**src/source/usb_mon_pkg.sv**
```systemverilog
// Shared types, register map and defaults for the USB monitor
// PIDs use the 4-bit USB 2.0 encoding without the check nibble
package usb_mon_pkg;

    ////////////////////////////////////////////////////////////
    // Defaults and register map
    ////////////////////////////////////////////////////////////
    localparam int PKT_DEPTH  = 64;                 // Packet store size in bytes
    localparam int PKT_AW     = $clog2(PKT_DEPTH);
    localparam int REG_ADDR_W = 8;

    localparam logic [REG_ADDR_W-1:0] REG_CTRL     = 8'h00;
    localparam logic [REG_ADDR_W-1:0] REG_XLATE    = 8'h04;
    localparam logic [REG_ADDR_W-1:0] REG_STATUS   = 8'h08;
    localparam logic [REG_ADDR_W-1:0] REG_ERR_CNT  = 8'h0C;
    localparam logic [REG_ADDR_W-1:0] REG_FRAME    = 8'h10;
    localparam logic [REG_ADDR_W-1:0] REG_CAP_DROP = 8'h14;

    ////////////////////////////////////////////////////////////
    // Enums
    ////////////////////////////////////////////////////////////
    typedef enum logic [3:0] {
        PID_OUT   = 4'b0001,
        PID_IN    = 4'b1001,
        PID_SETUP = 4'b1101,
        PID_DATA0 = 4'b0011,
        PID_DATA1 = 4'b1011,
        PID_DATA2 = 4'b0111,
        PID_MDATA = 4'b1111,
        PID_ACK   = 4'b0010,
        PID_NAK   = 4'b1010,
        PID_STALL = 4'b1110,
        PID_NYET  = 4'b0110,
        PID_SOF   = 4'b0101
    } usb_pid_e;

    typedef enum logic {
        DIR_H2D = 1'b0,     // Host to device
        DIR_D2H = 1'b1
    } usb_dir_e;

    typedef enum logic [2:0] {
        ST_IDLE,
        ST_PASS,
        ST_STORE,
        ST_XLATE,
        ST_REPLAY,
        ST_DRAIN
    } ctrl_state_e;

    ////////////////////////////////////////////////////////////
    // Structs
    ////////////////////////////////////////////////////////////
    typedef struct packed {
        logic [7:0] data;
        logic       valid;
        logic       sop;        // Only meaningful with valid
        logic       eop;
        usb_pid_e   pid;
        logic       crc_ok;
    } usb_rx_t;

    typedef struct packed {
        logic [7:0] data;
        logic       valid;
        logic       sop;
        logic       eop;
        usb_pid_e   pid;
    } usb_tx_t;

    typedef struct packed {
        logic     modified;
        usb_pid_e pid;
        usb_dir_e dir;
    } cap_flags_t;

    typedef struct packed {
        logic [7:0]  data;
        cap_flags_t  flags;
        logic [63:0] ts;        // Arrival time of the packet's sop
    } cap_rec_t;

    typedef struct packed {
        logic        valid;
        logic        replay;    // Data comes from the packet store
        usb_dir_e    dir;
        logic        sop;
        logic        eop;
        usb_pid_e    pid;
        logic        modified;
        logic [7:0]  data;
        logic [63:0] ts;
    } egress_cmd_t;

    typedef struct packed {
        logic       crc_err;
        logic       overflow;
        logic       frame_lo_we;
        logic       frame_hi_we;
        logic [7:0] data;
    } mon_evt_t;

    typedef struct packed {
        logic       proxy_en;
        logic       store_en;
        logic       xlate_en;
        logic [6:0] xlate_from;
        logic [6:0] xlate_to;
    } mon_cfg_t;

endpackage

```
**src/source/usb_mon_ctrl.sv**
```systemverilog
// Proxy FSM. Only one packet is in flight, and a sop from the other side meanwhile is ignored
// Packets longer than PKT_DEPTH are dropped whole during store-and-forward
`timescale 1ns/100ps

module usb_mon_ctrl #(
    parameter int PKT_DEPTH = usb_mon_pkg::PKT_DEPTH,
    parameter int PKT_AW    = usb_mon_pkg::PKT_AW
) (
    input  logic                     clk,
    input  logic                     rst_n,
    input  usb_mon_pkg::usb_rx_t     host_rx,
    input  usb_mon_pkg::usb_rx_t     dev_rx,
    input  usb_mon_pkg::mon_cfg_t    cfg,
    input  logic [63:0]              timestamp,
    output usb_mon_pkg::egress_cmd_t cmd,
    output logic                     st_we,
    output logic [PKT_AW-1:0]        st_waddr,
    output logic [7:0]               st_wdata,
    output logic [PKT_AW-1:0]        st_raddr,
    output logic                     st_xlate_req,
    input  logic                     st_xlate_hit,
    output usb_mon_pkg::mon_evt_t    evt
);
    import usb_mon_pkg::*;

    localparam int CNT_W = PKT_AW + 1;      // One extra bit to see overflow

    ctrl_state_e       state_q;
    usb_dir_e          dir_q;
    usb_pid_e          pid_q;
    logic [63:0]       ts_q;
    logic [CNT_W-1:0]  cnt_q;               // Byte index in the packet
    logic [PKT_AW-1:0] len_q;               // Index of the last stored byte
    logic              mod_q;

    logic     host_go;
    logic     dev_go;
    logic     start;
    logic     in_idle;
    logic     pass_pkt;
    logic     cnt_full;
    usb_rx_t  rx;
    usb_dir_e dir_cur;

    ////////////////////////////////////////////////////////////
    // Stream select and commands
    ////////////////////////////////////////////////////////////
    always_comb begin
        host_go  = cfg.proxy_en && host_rx.valid && host_rx.sop;  // Host wins in idle
        dev_go   = cfg.proxy_en && dev_rx.valid && dev_rx.sop && !host_go;
        start    = host_go || dev_go;
        in_idle  = (state_q == ST_IDLE);
        dir_cur  = in_idle ? (dev_go ? DIR_D2H : DIR_H2D) : dir_q;
        rx       = (dir_cur == DIR_D2H) ? dev_rx : host_rx;
        pass_pkt = (rx.pid == PID_SOF) || !cfg.store_en;
        cnt_full = (cnt_q == CNT_W'(PKT_DEPTH));

        cmd          = '0;
        cmd.dir      = dir_cur;
        cmd.pid      = in_idle ? rx.pid : pid_q;
        cmd.data     = rx.data;
        cmd.ts       = in_idle ? timestamp : ts_q;
        st_we        = 1'b0;
        st_xlate_req = 1'b0;
        evt          = '0;
        evt.data     = rx.data;
        evt.crc_err  = (host_rx.valid && host_rx.eop && !host_rx.crc_ok) ||
                       (dev_rx.valid && dev_rx.eop && !dev_rx.crc_ok);

        case (state_q)
            ST_IDLE: begin
                cmd.valid = start && pass_pkt;      // The sop byte itself goes out
                cmd.sop   = rx.sop;
                cmd.eop   = rx.eop;
                st_we     = start && !pass_pkt;
            end
            ST_PASS: begin
                cmd.valid       = rx.valid;
                cmd.sop         = rx.sop;
                cmd.eop         = rx.eop;
                evt.frame_lo_we = rx.valid && (pid_q == PID_SOF) && (cnt_q == CNT_W'(1));
                evt.frame_hi_we = rx.valid && (pid_q == PID_SOF) && (cnt_q == CNT_W'(2));
            end
            ST_STORE: begin
                st_we        = rx.valid && !cnt_full;
                evt.overflow = rx.valid && cnt_full;
            end
            ST_XLATE: st_xlate_req = 1'b1;
            ST_REPLAY: begin
                cmd.valid    = 1'b1;
                cmd.replay   = 1'b1;
                cmd.sop      = (cnt_q == '0);
                cmd.eop      = (cnt_q[PKT_AW-1:0] == len_q);
                cmd.modified = mod_q || st_xlate_hit;   // Hit lands on the first byte
            end
            default: ;
        endcase
    end

    assign st_waddr = in_idle ? '0 : cnt_q[PKT_AW-1:0];
    assign st_wdata = rx.data;
    assign st_raddr = cnt_q[PKT_AW-1:0];

    ////////////////////////////////////////////////////////////
    // FSM
    ////////////////////////////////////////////////////////////
    always_ff @(posedge clk or negedge rst_n) begin
        if (!rst_n) begin
            state_q <= ST_IDLE;
            dir_q   <= DIR_H2D;
            pid_q   <= PID_OUT;
            ts_q    <= '0;
            cnt_q   <= '0;
            len_q   <= '0;
            mod_q   <= 1'b0;
        end else begin
            case (state_q)
                ST_IDLE: begin
                    mod_q <= 1'b0;
                    cnt_q <= CNT_W'(1);
                    if (start) begin
                        dir_q <= dir_cur;
                        pid_q <= rx.pid;
                        ts_q  <= timestamp;
                        len_q <= '0;
                        if (!rx.eop) begin
                            state_q <= pass_pkt ? ST_PASS : ST_STORE;
                        end else if (!pass_pkt) begin
                            state_q <= ST_XLATE;    // Single-byte packet
                        end
                    end
                end
                ST_PASS: begin
                    if (rx.valid) begin
                        cnt_q <= cnt_q + 1'b1;
                        if (rx.eop) state_q <= ST_IDLE;
                    end
                end
                ST_STORE: begin
                    if (rx.valid && cnt_full) begin
                        state_q <= rx.eop ? ST_IDLE : ST_DRAIN;
                    end else if (rx.valid) begin
                        cnt_q <= cnt_q + 1'b1;
                        if (rx.eop) begin
                            len_q   <= cnt_q[PKT_AW-1:0];
                            state_q <= ST_XLATE;
                        end
                    end
                end
                ST_XLATE: begin
                    cnt_q   <= '0;
                    state_q <= ST_REPLAY;
                end
                ST_REPLAY: begin
                    mod_q <= mod_q || st_xlate_hit;
                    cnt_q <= cnt_q + 1'b1;
                    if (cnt_q[PKT_AW-1:0] == len_q) state_q <= ST_IDLE;
                end
                ST_DRAIN: begin
                    if (rx.valid && rx.eop) state_q <= ST_IDLE;   // Drop rest of the packet
                end
                default: state_q <= ST_IDLE;
            endcase
        end
    end

endmodule

```
**src/source/usb_mon_egress.sv**
```systemverilog
// Output stage for both tx sides and the lossy capture port
// A byte not taken by cap_ready in its cycle is lost and counted
`timescale 1ns/100ps

module usb_mon_egress (
    input  logic                     clk,
    input  logic                     rst_n,
    input  usb_mon_pkg::egress_cmd_t cmd,
    input  logic [7:0]               rdata,
    input  logic                     cap_ready,
    output usb_mon_pkg::usb_tx_t     dev_tx,
    output usb_mon_pkg::usb_tx_t     host_tx,
    output usb_mon_pkg::cap_rec_t    cap,
    output logic                     cap_valid,
    output logic [15:0]              cap_drop_cnt
);
    import usb_mon_pkg::*;

    egress_cmd_t cmd_q;         // Payload, replay data is still in the RAM read
    logic        vld_q;
    logic        to_dev;
    logic [7:0]  out_data;

    always_ff @(posedge clk or negedge rst_n) begin
        if (!rst_n) begin
            vld_q <= 1'b0;
        end else begin
            vld_q <= cmd.valid;
        end
    end

    always_ff @(posedge clk) begin
        cmd_q <= cmd;
    end

    assign to_dev   = (cmd_q.dir == DIR_H2D);
    assign out_data = cmd_q.replay ? rdata : cmd_q.data;   // RAM read lines up here

    always_comb begin
        dev_tx.data  = out_data;
        dev_tx.valid = vld_q && to_dev;
        dev_tx.sop   = vld_q && to_dev && cmd_q.sop;
        dev_tx.eop   = vld_q && to_dev && cmd_q.eop;
        dev_tx.pid   = cmd_q.pid;

        host_tx.data  = out_data;
        host_tx.valid = vld_q && !to_dev;
        host_tx.sop   = vld_q && !to_dev && cmd_q.sop;
        host_tx.eop   = vld_q && !to_dev && cmd_q.eop;
        host_tx.pid   = cmd_q.pid;
    end

    ////////////////////////////////////////////////////////////
    // Capture record
    ////////////////////////////////////////////////////////////
    assign cap_valid          = vld_q;
    assign cap.data           = out_data;
    assign cap.flags.modified = cmd_q.modified;
    assign cap.flags.pid      = cmd_q.pid;
    assign cap.flags.dir      = cmd_q.dir;
    assign cap.ts             = cmd_q.ts;

    always_ff @(posedge clk or negedge rst_n) begin
        if (!rst_n) begin
            cap_drop_cnt <= '0;
        end else if (vld_q && !cap_ready) begin
            cap_drop_cnt <= cap_drop_cnt + 1'b1;    // Wraps at 16 bits
        end
    end

endmodule

```
**src/source/usb_mon_regs.sv**
```systemverilog
// APB slave with zero wait states; unlisted read addresses return pslverr
// Writes to read-only registers are ignored
`timescale 1ns/100ps

module usb_mon_regs (
    input  logic                              clk,
    input  logic                              rst_n,
    input  logic [usb_mon_pkg::REG_ADDR_W-1:0] paddr,
    input  logic                              psel,
    input  logic                              penable,
    input  logic                              pwrite,
    input  logic [31:0]                       pwdata,
    output logic [31:0]                       prdata,
    output logic                              pready,
    output logic                              pslverr,
    input  usb_mon_pkg::mon_evt_t             evt,
    input  logic [15:0]                       cap_drop_cnt,
    input  logic                              event_valid,
    input  logic [7:0]                        event_type,
    output usb_mon_pkg::mon_cfg_t             cfg
);
    import usb_mon_pkg::*;

    logic        crc_sticky_q;
    logic [1:0]  speed_q;
    logic [15:0] err_cnt_q;
    logic [15:0] frame_q;
    logic        wr_en;
    logic        addr_ok;

    assign pready = 1'b1;
    assign wr_en  = psel && penable && pwrite;     // Takes effect in the access phase

    ////////////////////////////////////////////////////////////
    // Configuration and status
    ////////////////////////////////////////////////////////////
    always_ff @(posedge clk or negedge rst_n) begin
        if (!rst_n) begin
            cfg          <= '0;         // Proxy off
            crc_sticky_q <= 1'b0;
            speed_q      <= 2'b00;
            err_cnt_q    <= '0;
            frame_q      <= '0;
        end else begin
            if (wr_en && paddr == REG_CTRL) begin
                cfg.proxy_en <= pwdata[0];
                cfg.store_en <= pwdata[1];
                cfg.xlate_en <= pwdata[2];
            end
            if (wr_en && paddr == REG_XLATE) begin
                cfg.xlate_from <= pwdata[6:0];
                cfg.xlate_to   <= pwdata[14:8];
            end
            if (evt.crc_err) crc_sticky_q <= 1'b1;
            err_cnt_q <= err_cnt_q + 16'(evt.crc_err) + 16'(evt.overflow);
            if (evt.frame_lo_we) frame_q[7:0]  <= evt.data;
            if (evt.frame_hi_we) frame_q[15:8] <= evt.data;
            if (event_valid) begin
                case (event_type)
                    8'h01:   speed_q <= 2'b01;  // Full speed
                    8'h02:   speed_q <= 2'b10;  // High speed
                    8'h03:   speed_q <= 2'b00;  // Low speed
                    default: ;
                endcase
            end
        end
    end

    // Read mux
    always_comb begin
        prdata  = '0;
        addr_ok = 1'b1;
        case (paddr)
            REG_CTRL:     prdata = {29'd0, cfg.xlate_en, cfg.store_en, cfg.proxy_en};
            REG_XLATE:    prdata = {17'd0, cfg.xlate_to, 1'b0, cfg.xlate_from};
            REG_STATUS:   prdata = {29'd0, speed_q, crc_sticky_q};
            REG_ERR_CNT:  prdata = {16'd0, err_cnt_q};
            REG_FRAME:    prdata = {16'd0, frame_q};
            REG_CAP_DROP: prdata = {16'd0, cap_drop_cnt};
            default:      addr_ok = 1'b0;
        endcase
    end

    assign pslverr = psel && penable && !pwrite && !addr_ok;

endmodule

```
**src/source/usb_monitor.sv**
```systemverilog
// USB monitor and proxy top, single clock domain
// Configuration is all zero after reset, so nothing is forwarded until CTRL is written
`timescale 1ns/100ps

module usb_monitor #(
    parameter int PKT_DEPTH = usb_mon_pkg::PKT_DEPTH
) (
    input  logic                              clk,
    input  logic                              rst_n,
    input  usb_mon_pkg::usb_rx_t              host_rx,
    input  usb_mon_pkg::usb_rx_t              dev_rx,
    output usb_mon_pkg::usb_tx_t              dev_tx,
    output usb_mon_pkg::usb_tx_t              host_tx,
    output usb_mon_pkg::cap_rec_t             cap,
    output logic                              cap_valid,
    input  logic                              cap_ready,
    input  logic [63:0]                       timestamp,
    input  logic                              event_valid,
    input  logic [7:0]                        event_type,
    input  logic [usb_mon_pkg::REG_ADDR_W-1:0] paddr,
    input  logic                              psel,
    input  logic                              penable,
    input  logic                              pwrite,
    input  logic [31:0]                       pwdata,
    output logic [31:0]                       prdata,
    output logic                              pready,
    output logic                              pslverr
);
    import usb_mon_pkg::*;

    localparam int AW = $clog2(PKT_DEPTH);

    egress_cmd_t cmd;
    mon_evt_t    evt;
    mon_cfg_t    cfg;
    logic          st_we;
    logic [AW-1:0] st_waddr;
    logic [7:0]    st_wdata;
    logic [AW-1:0] st_raddr;
    logic          st_xlate_req;
    logic          st_xlate_hit;
    logic [7:0]    st_rdata;
    logic [15:0]   cap_drop_cnt;

    usb_mon_ctrl #(.PKT_DEPTH(PKT_DEPTH), .PKT_AW(AW)) u_ctrl (
        .clk, .rst_n, .host_rx, .dev_rx, .cfg, .timestamp, .cmd,
        .st_we, .st_waddr, .st_wdata, .st_raddr, .st_xlate_req, .st_xlate_hit, .evt
    );

    // PID for the rewrite check rides on the command bus
    usb_pkt_store #(.PKT_DEPTH(PKT_DEPTH), .PKT_AW(AW)) u_store (
        .clk, .we(st_we), .waddr(st_waddr), .wdata(st_wdata), .raddr(st_raddr),
        .xlate_req(st_xlate_req), .cfg, .pid(cmd.pid),
        .rdata(st_rdata), .xlate_hit(st_xlate_hit)
    );

    usb_mon_egress u_egress (
        .clk, .rst_n, .cmd, .rdata(st_rdata), .cap_ready,
        .dev_tx, .host_tx, .cap, .cap_valid, .cap_drop_cnt
    );

    usb_mon_regs u_regs (
        .clk, .rst_n, .paddr, .psel, .penable, .pwrite, .pwdata, .prdata, .pready, .pslverr,
        .evt, .cap_drop_cnt, .event_valid, .event_type, .cfg
    );

endmodule

```
**src/source/usb_pkt_store.sv**
```systemverilog
// Packet RAM, one write port and a registered read port
// Rewrite only touches byte 1 and needs that byte written in the current packet
`timescale 1ns/100ps

module usb_pkt_store #(
    parameter int PKT_DEPTH = usb_mon_pkg::PKT_DEPTH,
    parameter int PKT_AW    = usb_mon_pkg::PKT_AW
) (
    input  logic                  clk,
    input  logic                  we,
    input  logic [PKT_AW-1:0]     waddr,
    input  logic [7:0]            wdata,
    input  logic [PKT_AW-1:0]     raddr,
    input  logic                  xlate_req,
    input  usb_mon_pkg::mon_cfg_t cfg,
    input  usb_mon_pkg::usb_pid_e pid,
    output logic [7:0]            rdata,
    output logic                  xlate_hit
);
    import usb_mon_pkg::*;

    logic [7:0] mem [PKT_DEPTH];

    logic [7:0]        byte1_q;     // Copy of byte 1, the token address
    logic              byte1_vld_q;
    logic              is_token;
    logic              match;
    logic              rewrite;
    logic              mem_we;
    logic [PKT_AW-1:0] mem_wa;
    logic [7:0]        mem_wd;

    assign is_token = (pid == PID_IN) || (pid == PID_OUT) || (pid == PID_SETUP);
    assign match    = cfg.xlate_en && is_token && byte1_vld_q &&
                      (byte1_q[6:0] == cfg.xlate_from);
    assign rewrite  = xlate_req && match;

    // Rewrite shares the write port, ctrl never stores during the check
    assign mem_we = we || rewrite;
    assign mem_wa = rewrite ? PKT_AW'(1) : waddr;
    assign mem_wd = rewrite ? {byte1_q[7], cfg.xlate_to} : wdata;   // Bit 7 kept

    always_ff @(posedge clk) begin
        if (mem_we) mem[mem_wa] <= mem_wd;
        rdata <= mem[raddr];
    end

    always_ff @(posedge clk) begin
        if (we && waddr == '0) begin
            byte1_vld_q <= 1'b0;        // New packet
        end else if (we && waddr == PKT_AW'(1)) begin
            byte1_q     <= wdata;
            byte1_vld_q <= 1'b1;
        end
        xlate_hit <= rewrite;
    end

endmodule

```
**config.mk**
```make
export PLATFORM = sky130hd
export DESIGN_NAME = usb_monitor
export DESIGN_NICKNAME = d
export VERILOG_FILES = /design/src/source/usb_mon_pkg.sv /design/src/source/usb_mon_ctrl.sv /design/src/source/usb_mon_egress.sv /design/src/source/usb_mon_regs.sv /design/src/source/usb_monitor.sv /design/src/source/usb_pkt_store.sv
export SDC_FILE = /design/constraint.sdc
export NUM_CORES = 1
export LEC_CHECK = 0
export ABC_CLOCK_PERIOD_IN_PS = 3600
export BUFFER_PORTS_ARGS = -buffer_cell sky130_fd_sc_hd__buf_2
export CAP_MARGIN = 30
export CORE_ASPECT_RATIO = 1.5
export CORE_MARGIN = 2
export CORE_UTILIZATION = 53
export CTS_CLUSTER_DIAMETER = 100
export DETAILED_ROUTE_END_ITERATION = 7
export PLACE_DENSITY = 0.75
export RECOVER_POWER = 25
export SLEW_MARGIN = 20
export SYNTH_ARGS = -nofsm -noshare
export SYNTH_HDL_FRONTEND = slang
export SYNTH_SLANG_ARGS = --single-unit
export TNS_END_PERCENT = 100
```
**constraint.sdc**
```tcl
create_clock -name clk -period 3.6 [get_ports clk]
set_input_delay 0.36 -clock clk [delete_from_list [all_inputs] [get_ports clk]]
set_output_delay 0.36 -clock clk [all_outputs]
set_load 0.02 [all_outputs]
```
======== Yosys cells after proc, flatten, opt, wreduce, memory -nomap -nowiden ========
Memories as Yosys holds them, arrays and structs flattened. A register that Yosys moved wholly into a read port is not among the register bits.
Cells that the tools add are included.
word-level totals
  memories ................................ 1
  bits in registers ....................... 246
  bits of input ports ..................... 151
  memory bits (writable) .................. 512
  word-level logic and storage cells ...... 183
  output and inout port bits .............. 143
cells by class
  add/sub/neg operators ................... 4
  eq/ne operators ......................... 35
  reductions and logical operators ........ 68
  bitwise gates (word level) .............. 2
  mux-type cells .......................... 43
memories
  memory       words  width  read ports  clocked after memory_dff  write ports  line                 RTL
  u_store.mem  64     8      1           1                         1            usb_pkt_store.sv:22  logic [7:0] mem [PKT_DEPTH];
operators with widths
  cell                   count
  $pmux 16 s6            1
  $mux 64                1
  $logic_and 1x1->1      36
  $mux 6                 6
  $pmux 7 s5             1
  $mux 3                 11
  $add 16x1->16          2
  $pmux 3 s6             1
  $add 16x1->16 const B  1
  $eq 8x2->1 const B     2
  $eq 8x4->1 const B     2
  $eq 8x5->1 const B     2
  $mux 16                1
  $mux 8                 2
  $mux 7                 2
  $ne 2x1->1 const B     7
  $pmux 6 s2             1
  $logic_not 1->1        9
  $eq 4x3->1 const B     2
  $eq 4x4->1 const B     2
  $eq 8x1->1 const B     1
  $eq 8x3->1 const B     1
  $logic_not 8->1        1
  $mux 1                 8
  other kinds (33)       49

======== Longest topological paths before layout ========
Gate-level depths: netlist of run 1.
  depth in word-level cells ............... 18
  mapped depth ............................ 16

======== By module ========
A second synthesis of run 1 with hierarchy kept.
second synthesis, totals
  cells, all modules ...................... 1,935
  area total of the unflattened synthesis .. 31,850.5 um2
modules (own cells, without submodules)
  module          instances  area each (um2)  cells each
  usb_pkt_store   1          20,738.6         984
  usb_mon_ctrl    1          5,103.6          446
  usb_mon_egress  1          3,204.3          251
  usb_mon_regs    1          2,803.9          254

======== Least setup slack after synthesis of run 1 ========
Ideal clock, no wire load.
  path kind ............................... register to register
  from .................................... reg u_ctrl.cnt_q[0]
  to ...................................... mem u_store.mem[58][0] (enable)
  clock period less this slack ............ 3,821 ps
  buffers on the path ..................... 5
  data required time ...................... 3,205 ps
  path slack .............................. -221 ps
  data arrival time ....................... 3,427 ps
  stages on the path, launching flop included .. 12
  setup time .............................. 395 ps
  cells stage by stage .................... dfrtp_1 -> buf_2 -> buf_2 -> buf_2 -> buf_4 -> clkinv_1 -> ha_1 -> and4_1 -> clkbuf_1 -> nor3_4 -> nand3_1 -> nor4_1
between the ends
  longest elaborated chain between the ends .. 7
  elaborated cells between the ends (all ways) .. 9
  those cells by class .................... 1 x eq/ne; 5 x mux; 3 x reduce/logical
ends and longest elaborated chain
  item                          line                 RTL
  start: declaration            usb_mon_ctrl.sv:32   logic [CNT_W-1:0] cnt_q;
  start signal: assignment      usb_mon_ctrl.sv:135  cnt_q <= cnt_q + 1'b1;
  start signal: assignment      usb_mon_ctrl.sv:143  cnt_q <= cnt_q + 1'b1;
  start signal: assignment      usb_mon_ctrl.sv:156  cnt_q <= cnt_q + 1'b1;
  $eq 7x7->1                    usb_mon_ctrl.sv:56   cnt_full = (cnt_q == CNT_W'(PKT_DEPTH));
  $logic_not 1->1               usb_mon_ctrl.sv:85   st_we = rx.valid && !cnt_full;
  $logic_and 1x1->1             usb_mon_ctrl.sv:85
  $pmux 1 s2                    usb_mon_ctrl.sv:70   case (state_q)
  $logic_or 1x1->1              usb_pkt_store.sv:39  assign mem_we = we || rewrite;
  $mux 1                        usb_pkt_store.sv:44  if (mem_we) mem[mem_wa] <= mem_wd;
  $mux 1 (implied by the code)  usb_pkt_store.sv:44
  end: declaration              usb_pkt_store.sv:22
Parallel ways exist; a longest one is shown, timed or not.

======== Worst setup path in the final report of run 1 ========
  from .................................... reg u_ctrl.state_q[1]
  to ...................................... mem u_store.mem[5][2] (enable)
between the ends
  longest elaborated chain between the ends .. 14
  elaborated cells between the ends (all ways) .. 27
  those cells by class .................... 6 x eq/ne; 9 x mux; 12 x reduce/logical
ends and longest elaborated chain
  item                                             line                                    RTL
  start: declaration                               usb_mon_ctrl.sv:28                      ctrl_state_e state_q;
  start signal: assignment                         usb_mon_ctrl.sv:127                     state_q <= pass_pkt ? ST_PASS : ST_STORE;
  start signal: assignment                         usb_mon_ctrl.sv:141                     state_q <= rx.eop ? ST_IDLE : ST_DRAIN;
  $logic_not 3->1                                  usb_mon_ctrl.sv:52, usb_mon_ctrl.sv:70
  $mux 1                                           usb_mon_ctrl.sv:53                      dir_cur = in_idle ? (dev_go ? DIR_D2H : DIR_H2D) : dir_q;
  $mux 16                                          usb_mon_ctrl.sv:54                      rx = (dir_cur == DIR_D2H) ? dev_rx : host_rx;
  $mux 4                                           usb_mon_ctrl.sv:60                      cmd.pid = in_idle ? rx.pid : pid_q;
  $eq 4x4->1 / $eq 4x1->1 (equally long branches)  usb_pkt_store.sv:33                     assign is_token = (pid == PID_IN) || (pid == PID_OUT) || (pid == PID_SETUP);
  $logic_or 1x1->1 (2 in a row)                    usb_pkt_store.sv:33
  $logic_and 1x1->1 (3 in a row)                   usb_pkt_store.sv:34                     assign match = cfg.xlate_en && is_token && byte1_vld_q &&
  $logic_and 1x1->1                                usb_pkt_store.sv:36                     assign rewrite = xlate_req && match;
  $logic_or 1x1->1                                 usb_pkt_store.sv:39
  $mux 1                                           usb_pkt_store.sv:44
  $mux 1 (implied by the code)                     usb_pkt_store.sv:44
Parallel ways exist; a longest one is shown, timed or not.

==> results of run 1 <==
## logic make-up (layout without fill, tap and decap cells)
| kind of cell | after synthesis | in the layout | synth area share, % |
|---|---|---|---|
| XOR/XNOR | 43 | 43 | 1.20 |
| flip-flops | 766 | 766 | 67.9 |
| AO/OA/AOI/OAI | 141 | 141 | 3.47 |
| adder cells (fa/ha/maj) | 7 | 7 | 0.303 |
| AND/OR/NAND/NOR | 554 | 554 | 7.75 |
| multiplexers | 299 | 299 | 15.0 |
| other | 2 | 19 | 0.0239 |
| buffers and inverters | 231 | 579 | 4.35 |
## repair_timing
action,4_1_cts,5_1_grt
hold buffers,73,0
setup endpoints to repair,0,0
hold endpoints to repair,198,0
## critical path, cell delays in order, from the launching register on
cell and delay (ns):
dfrtp_1 0.51, or3_1 0.50, o31a_1 0.40, mux2i_4 0.23, nor3_4 0.43, nand4_1 0.43, buf_4 0.31, nor2_1 0.14
buf_4 0.20
## through the flow
step | std cells | worst slack [ns] | setup TNS (ns) | hold WS (ns)
2_1_floorplan | 2058 | -0.221 | -7.09 | 0.0644
4_1_cts | 3182 | 0.183 | 0 | 0.000208
5_1_grt | 3185 | 0.0258 | 0 | 0.0276
3_3_place_gp | 2985 | 0.317 | 0 | 0.438
6_report | 3185 | 0.159 | 0 | 0.0310
3_5_place_dp | 2987 | 0.211 | 0 | 0.449
## how the worst max path moves through the flow
| stage | to | slack (ns) | cells after the start |
|---|---|---|---|
| final | u_store.mem[5][2] | 0.16 | 8 |
| after global routing | u_store.mem[24][4] | 0.03 | 7 |
| after CTS | u_store.mem[36][4] | 0.18 | 7 |
| after detailed placement | u_store.mem[36][4] | 0.21 | 7 |
| after global placement | u_store.mem[60][3] | 0.32 | 7 |
| after floorplan | u_store.mem[58][0] | -0.22 | 11 |
## final cells by class
type	count	area, µm²	share of cell area, %
sequential	766	21300	59.0
clock inverter	31	275	0.761
tap	777	972	2.69
clock buffer	91	1850	5.11
timing repair buffer	447	2920	8.08
multi-input combinational	1061	8780	24.3
antenna	2	5.00	0.0138
inverter	10	37.5	0.104
## synthesized netlist by cell type (all sizes together) (21+ instances only)
library cell	count	area share [%]
edfxtp	520	50
nand2	336	4.0
buf	154	3.4
dfrtp	154	12
mux2	124	4.7
mux4	119	8.5
dfxtp	91	5.8
nor2	86	1.0
clkbuf	67	0.80
mux2i	56	1.8
xnor2	29	0.81
nand3	27	0.43
o21ai	23	0.37
nor3	21	0.40
## per-layer routing
layer  track usage, %  share of wire, %  up-vias
met4             11.0               4.1        0
met1             28.2                36     9363
met3             3.32               6.5      170
met5                0                 0        -
met2             43.9                54      924
li1                 -                 -     8134
## report_power, final
part           internal [W]  switching [W]  leakage, nW
Sequential           0.0100       0.000371         7.54
Combinational       0.00243        0.00394         5.21
Clock               0.00386        0.00312         1.04
## flip-flops by register name, indices dropped and copies added, names as in the netlist, 7 cells and up
name                   count
u_egress.cap              70
u_egress.cmd_q            11
u_ctrl.ts_q               64
u_regs.err_cnt_q          16
u_store.byte1_q            8
u_ctrl.cnt_q               7
u_egress.cap_drop_cnt     16
u_store.rdata              8
u_store.mem              512
u_regs.cfg                17
u_regs.frame_q            16
==> metrics, run 1 <==
worst-path maximum fanout 11; area of placed instances 33500 µm²; routed vias 18600; RR Startpoint u_ctrl.state_q[1]; worst hold stages 2; Nets 2511; via/cell ratio ~6; Initial Util between 50% and 60%; Peak VDD IR 0.000470 V; post-layout util 61.5%; Worst Clk Skew 0.0262 ns; CTS Buf Count 67; Placer Congestion roughly 0.9; Unique masters post-synth 74; RSZ-0062 raised after global routing false; post-CTS sizing 0; Die ar. 61200 µm²; r2r worst-path depth 8; vias in the first global route 19000; Mapped Area 31400 µm²; asr flop ratio synth 20.2%; drt pass-1 iters 6; r2r setup slk 0.16 ns; die height 302 µm; layout cell share with drive strength beyond 1 approximately a quarter; gr usage total ~24%; Power Total roughly 0.024 W; Hold Path End u_ctrl.ts_q[56]; Die Wd 203 µm; Slew HR 15.9%; DR iter-0 viols 1802; Min Clock Period, post-route 3.44 ns; Core Region 58800 µm²; clk slew on worst S/H paths 0.07 ns; Hold WC Path Type primary input to flip-flop; Area Growth Syn to Fin 15.2%; DRC viols 0; Seq/Total Area, Yosys roughly 68%; worst slew pin tran 1.26 ns; FMAX 0.291 GHz; Critical Path Source Type flip-flop; CTS tree yes; final hold viol count 0; initial antenna violation count 2; clk sinks 766; # port buffers 258; later-pin clock latency in the skew report 0.61 ns; IO Pins roughly 300; maximum buffer depth of the clock tree 3; Worst R2R End u_store.mem[5][2]; Congestion Overflow GR 0; most frequent cells in the layout edfxtp_1 (520), nand2_1 (336), buf_2 (155), dfrtp_1 (151); commonest non-fill, non-tap cell in the layout edfxtp_1; synth warn 0; Power Density 657 nW/µm²; cell count after synthesis 2043; final instance area 36200 µm²; Filler cells 4171; antenna viol nets, final 0; routed wire length per instance about 23 µm; placed wire-length estimate between 40000 and 50000 µm; Yosys reg bits 766; max-cap violations 0; CP Launch Point u_ctrl.state_q[1]; Worst Path Required between 3 and 4 ns; first-pass GRT wire length 112000 µm; Critical Path AT 3.75 ns; post-CTS setup buffer count 0; critical path class flip-flop to flip-flop; Post-synth EDFFs between 500 and 600; H-tree depth 3; post-route clock period utilization around 96%; HP Start timestamp[56]; cell row count approximately 110; largest net degree at the start of global routing 108; Leak 13.8 nW; Root Driver clkbuf_16; Most used DFF post-synth edfxtp_1; status complete, no violations; Finish-stage setup viols 0; WL final 73800 µm; max-slew violations 0; Avg Cell Area, Syn 15.4 µm²; Crit. End Element flip-flop
(Power assumes the default switching activity.)
==> run 2, diff against run 1 <==
--- a/config.mk
+++ b/config.mk
@@ -6,14 +6,13 @@
 export NUM_CORES = 1
 export LEC_CHECK = 0
 export ABC_CLOCK_PERIOD_IN_PS = 3600
-export BUFFER_PORTS_ARGS = -buffer_cell sky130_fd_sc_hd__buf_2
+export BUFFER_PORTS_ARGS = -buffer_cell sky130_fd_sc_hd__buf_4
 export CAP_MARGIN = 30
-export CORE_ASPECT_RATIO = 1.5
 export CORE_MARGIN = 2
-export CORE_UTILIZATION = 53
+export CORE_UTILIZATION = 50
 export CTS_CLUSTER_DIAMETER = 100
 export DETAILED_ROUTE_END_ITERATION = 7
-export PLACE_DENSITY = 0.75
+export PLACE_DENSITY = 0.72
 export RECOVER_POWER = 25
 export SLEW_MARGIN = 20
 export SYNTH_ARGS = -nofsm -noshare
==> run 2 against run 1 <==
Sequential power about the same. The run now ends with max-capacitance violations, max-slew violations left. Clock skew shrank 0.0071 ns. Sequential cell count unchanged. Highest routed layer unchanged. Worst setup slack improved by 0.038 ns. Total power up 4.1%. Maximum frequency is 1.1% higher. Critical endpoint is now u_store.mem[44][2]. Non-clock buffer count rose by 5. Register-to-register slack gained 0.04 ns.
==> metrics, run 2 (synthesized netlist as in run 1, its figures left out) <==
pre-CTS setup slack 0.261 ns (+0.0501 ns); max-cap violations 1 (+1); gr usage total 23.2% (-0.90 points); Critical Path AT 3.70 ns (-0.05 ns); Nets 2527 (+0.64%); r2r setup slk 0.20 ns (+0.04 ns); clk slew on worst S/H paths 0.06 ns (about the same); Hold WC Path Type primary input to flip-flop; Worst R2R End u_store.mem[44][2]; Slew HR -51.4% (-67 points); Peak VDD IR 0.000582 V (+24%); sw frac 31.0% (-0.21 points); # port buffers 258 (unchanged); Congestion Overflow GR 0 (unchanged); CTS tree yes; sequential share of power 42.0% (-1.8 points); HP Start event_type[0]; post-route clock period utilization 94.5% (-1.1 points); via/cell ratio 5.69 (-2.5%); max-slew violations 88 (+88); post-CTS sizing 0 (unchanged); internal power of the cells 0.0171 W (+4.4%); antenna viol nets, final 0 (unchanged); # hold bufs at CTS 80 (+9.6%); die height 255 µm (-16%); maximum buffer depth of the clock tree 3 (unchanged); Initial Util 50.7% (-2.7 points); failing checks max-capacitance violations, max-slew violations; Leak 14.1 nW (+2.2%); CTS Buf Count 78 (+16%); placed wire-length estimate 46000 µm (-3.1%); Die ar. 64800 µm² (+5.8%); RSZ-0062 raised after global routing false; final hold viol count 0 (unchanged); Power Density 669 nW/µm² (+1.8%); Core Region 61900 µm² (+5.4%); status complete, but fails checks; largest net degree at the start of global routing 121 (+12%); FMAX 0.294 GHz (+1.1%); r2r worst-path depth 7 (-1); Worst Clk Skew 0.0191 ns (-0.00711 ns); most frequent cells in the layout edfxtp_1 (520), nand2_1 (335), buf_4 (258), dfrtp_1 (151), clkbuf_1 (121); later-pin clock latency in the skew report 0.61 ns (about the same); IO Pins 294 (unchanged); worst slew pin tran 2.27 ns (+1.01 ns); Die Wd 255 µm (+26%); first-pass GRT wire length 113000 µm (+0.87%); worst hold stages 3 (+1); worst-path maximum fanout 64 (+53); WL final 75300 µm (+2.1%); clk sinks 766 (unchanged); Min Clock Period, post-route 3.40 ns (-0.0384 ns); worst setup margin 0.198 ns (+0.0384 ns); Hold Path End u_regs.speed_q[1]; critical path class flip-flop to flip-flop; combinational share of power 25.8% (-1.0 points); initial antenna violation count 1 (-1); post-CTS setup buffer count 0 (unchanged); net switching power 0.00768 W (+3.4%); Worst Path Required 3.89 ns (-0.02 ns); DR iter-0 viols 1989 (+10%); RR Startpoint u_ctrl.state_q[2]; Critical Path Source Type flip-flop; Clk pwr share 32.2% (+2.8 points); post-layout util 59.7% (-1.8 points); Placer Congestion 0.907 (-0.53%); Crit. End Element flip-flop; H-tree depth 3 (unchanged); commonest non-fill, non-tap cell in the layout edfxtp_1; drt pass-1 iters 8 (+2); Root Driver clkbuf_16; Final TNS setup 0 ns (unchanged); max reg flops 512 (unchanged); Area Growth Syn to Fin 17.8%; routed vias 18600 (+0.18%); Finish-stage setup viols 0 (unchanged); vias in the first global route 18600 (-2.1%); most flop-heavy register u_store.mem; routed wire length per instance 23.0 µm (-0.58%); DRC viols 0 (unchanged); cell row count 91 (-17%); layout cell share with drive strength beyond 1 26.4% (+0.46 points)
run 2: cell types whose count changed in the layout (fill, tap and decap cells not counted), sizes merged:
cell	change
inv	-1
bufinv	+2
clkbuf	+16
dlygate4sd3	+7
clkinv	+7
clkinvlp	+1
buf	-6
run 2: worst max-delay path, cell delays in order (launching register included):
cell and delay, ns:
dfrtp_1 0.48, or3_1 0.17, clkbuf_1 0.55, o21ai_0 0.32
or3_1 0.49, buf_4 0.21, mux2_2 0.23, buf_4 0.58
run 2: final cells by class:
cell class	count	area (µm²)
sequential	766	21300
timing repair buffer	452	3250
clock buffer	103	2180
clock inverter	40	352
tap	837	1050
multi-input combinational	1061	8790
antenna	2	5.00
fill	4616	24900
inverter	10	37.5
run 2: worst max-delay path by stage:
| stage | start | to | slack, ns | cells past startpoint |
|---|---|---|---|---|
| detailed placement | u_ctrl.state_q[2] | u_store.mem[30][2] | 0.26 | 8 |
| finish | u_ctrl.state_q[2] | u_store.mem[44][2] | 0.20 | 7 |
| global route | u_ctrl.state_q[1] | u_store.mem[30][7] | 0.09 | 9 |
| CTS | u_ctrl.state_q[2] | u_store.mem[30][4] | 0.18 | 8 |
| floorplan | u_ctrl.cnt_q[0] | u_store.mem[58][0] | -0.22 | 11 |
| global placement | host_rx[7] | u_store.mem[44][0] | 0.38 | 7 |
run 2: power by group through the flow:
stage	Clock, W	Combinational, W	Sequential [W]
after detailed placement	0	0.00658	0.0106
after floorplan	0	0.00484	0.0104
final	0.00797	0.00638	0.0104
after global routing	0.00845	0.00680	0.0104
after global placement	0	0.00647	0.0105
after CTS	0.00811	0.00670	0.0104
run 2: through the flow:
stage	cell area, µm²	hold slack [ns]	power, W	std cells
after floorplan	31500	0.0644	0.0152	2058
after global placement	34100	0.439	0.0170	3045
after detailed placement	34100	0.446	0.0171	3046
after CTS	37400	0.0112	0.0252	3269
after global routing	37000	0.0384	0.0257	3269
final	37000	0.0328	0.0247	3271
run 2: per-layer routing:
layer	global-route usage, %	wire, µm	vias up
met1	31.5	30500	9471
li1	-	-	8172
met5	0	0	-
met4	7.80	2100	0
met2	38.2	36700	862
met3	3.83	6010	119
==> run 3, diff against run 2 <==
--- a/config.mk
+++ b/config.mk
@@ -8,6 +8,7 @@
 export ABC_CLOCK_PERIOD_IN_PS = 3600
 export BUFFER_PORTS_ARGS = -buffer_cell sky130_fd_sc_hd__buf_4
 export CAP_MARGIN = 30
+export CORE_ASPECT_RATIO = 0.9
 export CORE_MARGIN = 2
 export CORE_UTILIZATION = 50
 export CTS_CLUSTER_DIAMETER = 100
==> run 3 against run 2 <==
The flow still finishes with violations (max-capacitance violations, max-slew violations). First-iteration DRC count up 5.3%. Design area barely moved. Via count rose by 0.54%. Cell count increased by 0.24%. Non-clock buffer count is 1 higher. Maximum frequency shrank 2.2%. Utilization fell by 0.39 points.
==> metrics, run 3 (synthesized netlist as in run 1, its figures left out) <==
Crit. End Element flip-flop; Finish-stage setup viols 0 (unchanged); Die Wd 268 µm (+5.3%); Placer Congestion 0.914 (+0.80%); max-cap violations 1 (unchanged); max-slew violations 81 (-8.0%); cell row count 87 (-4.4%); RR Startpoint u_ctrl.state_q[1]; HP Start event_type[0]; commonest non-fill, non-tap cell in the layout edfxtp_1; WL final 73900 µm (-1.9%); IO Pins 294 (unchanged); clk sinks 766 (unchanged); status complete, but fails checks; antenna viol nets, final 0 (unchanged); Die ar. 64800 µm² (about the same); most frequent cells in the layout edfxtp_1 (520), nand2_1 (335), buf_4 (261), dfrtp_1 (151), mux4_2 (119); routed vias 18700 (+0.54%); Peak VDD IR 0.000513 V (-12%); clk slew on worst S/H paths 0.06 ns (about the same); post-CTS setup buffer count 0 (unchanged); Core Region 62400 µm² (+0.70%); failing checks max-capacitance violations, max-slew violations; final hold viol count 0 (unchanged); worst hold stages 3 (unchanged); Slew HR -42.0% (+9.4 points); final hold slack 0.0386 ns (+0.00578 ns); H-tree depth 3 (unchanged); Worst Path Required 3.90 ns (about the same); Power Density 665 nW/µm² (-0.61%); DR iter-0 viols 2094 (+5.3%); Worst Clk Skew 0.0343 ns (+0.0152 ns); Leak 14.1 nW (about the same); max reg flops 512 (unchanged); r2r setup slk 0.12 ns (-0.08 ns); Hold WC Path Type primary input to flip-flop; r2r worst-path depth 9 (+2); Area Growth Syn to Fin 17.9% (about the same); RSZ-0062 raised after global routing false; routed wire length per instance 22.5 µm (-2.2%); Hold Path End u_regs.speed_q[1]; gr usage total 22.8% (-0.39 points); post-route clock period utilization 96.6% (+2.1 points); Root Driver clkbuf_16; most flop-heavy register u_store.mem; CTS Buf Count 77 (-1.3%); later-pin clock latency in the skew report 0.63 ns (+0.02 ns); worst-path maximum fanout 48 (-25%); largest net degree at the start of global routing 120 (-0.83%); Min Clock Period, post-route 3.48 ns (+0.0754 ns); placed wire-length estimate 46800 µm (+1.9%); Worst R2R End u_store.mem[24][6]; DRC viols 0 (unchanged); via/cell ratio 5.71 (+0.30%); first-pass GRT wire length 112000 µm (-0.67%); Initial Util 50.3% (-0.35 points); Congestion Overflow GR 0 (unchanged); maximum buffer depth of the clock tree 3 (unchanged); worst slew pin tran 2.13 ns (-0.140 ns); layout cell share with drive strength beyond 1 26.3% (-0.093 points); # port buffers 258 (unchanged); drt pass-1 iters 6 (-2); Nets 2527 (unchanged); Critical Path Source Type flip-flop; Critical Path AT 3.78 ns (+0.08 ns); initial antenna violation count 1 (unchanged); FMAX 0.288 GHz (-2.2%); CTS tree yes; vias in the first global route 18800 (+1.5%); critical path class flip-flop to flip-flop; Final TNS setup 0 ns (unchanged); die height 242 µm (-5.1%)
run 3: cell count changes in the layout (fill, tap and decap cells not counted), moves of 2 or more:
cell and delta:
mux2_2 -2, clkbuf_1 -3, clkinv_4 -2, buf_16 +2
clkbuf_2 -2, clkinv_1 +6, clkbuf_16 -3, buf_4 +3
clkinv_8 +2
run 3: per-stage QoR:
stage	power [W]	setup slack, ns	util, %	instance area (µm²)	cells
floorplan	0.0152	-0.221	-	31500	2058
global placement	0.0170	0.263	54.6	34100	3053
detailed placement	0.0171	0.136	54.7	34100	3055
CTS	0.0250	0.122	60.0	37400	3278
global route	0.0256	0.0287	59.3	37000	3279
finish	0.0246	0.122	59.3	37000	3279
run 3: worst max-delay path by stage:
stage	startpoint	endpoint	slack (ns)	cells past startpoint
after floorplan	u_ctrl.cnt_q[0]	u_store.mem[58][0]	-0.22	11
after global placement	u_ctrl.state_q[1]	u_store.mem[32][4]	0.26	7
after detailed placement	u_ctrl.state_q[1]	u_store.mem[32][5]	0.14	7
after CTS	u_ctrl.state_q[1]	u_store.mem[32][5]	0.12	7
after global routing	u_ctrl.state_q[1]	u_store.mem[48][3]	0.03	9
final	u_ctrl.state_q[1]	u_store.mem[24][6]	0.12	9
run 3: routing by layer:
metal  part of all wire (%)  GRT usage, %  vias up
met5                      0             0        -
met4                    3.7          8.81        0
met3                    8.4          4.56      168
met2                     47          35.7      898
met1                     40          31.5     9472
li1                       -             -     8187
run 3: report_power, final:
group / internal [W] / switching, W / leakage, nW
Clock: 0.00455 / 0.00328 / 1.22
Sequential: 0.0101 / 0.000314 / 7.54
Combinational: 0.00240 / 0.00401 / 5.34
Total: 0.0170 / 0.00761 / 14.1
run 3: critical path, cell delays in order (launching register included):
cell	delay, ns
dfrtp_1	0.38
or3_4	0.48
buf_4	0.34
o311ai_0	0.43
o211ai_1	0.31
nor2_1	0.32
o22ai_2	0.27
buf_4	0.28
nor3_2	0.15
buf_4	0.20
run 3: layout make-up:
class / instances / area (µm²)
Fill cell: 4612 / 25400
Sequential cell: 766 / 21300
Multi-Input combinational cell: 1061 / 8810
Timing Repair Buffer: 453 / 3300
Clock buffer: 97 / 2080
Tap cell: 845 / 1060
Clock inverter: 46 / 400
Inverter: 10 / 37.5
Antenna cell: 1 / 2.50
run 3: what timing repair did:
action / CTS / global route
hold buffers: 80 / 0
setup endpoints to repair: 0 / 8
hold endpoints to repair: 225 / 0
gates resized for setup: 0 / 1
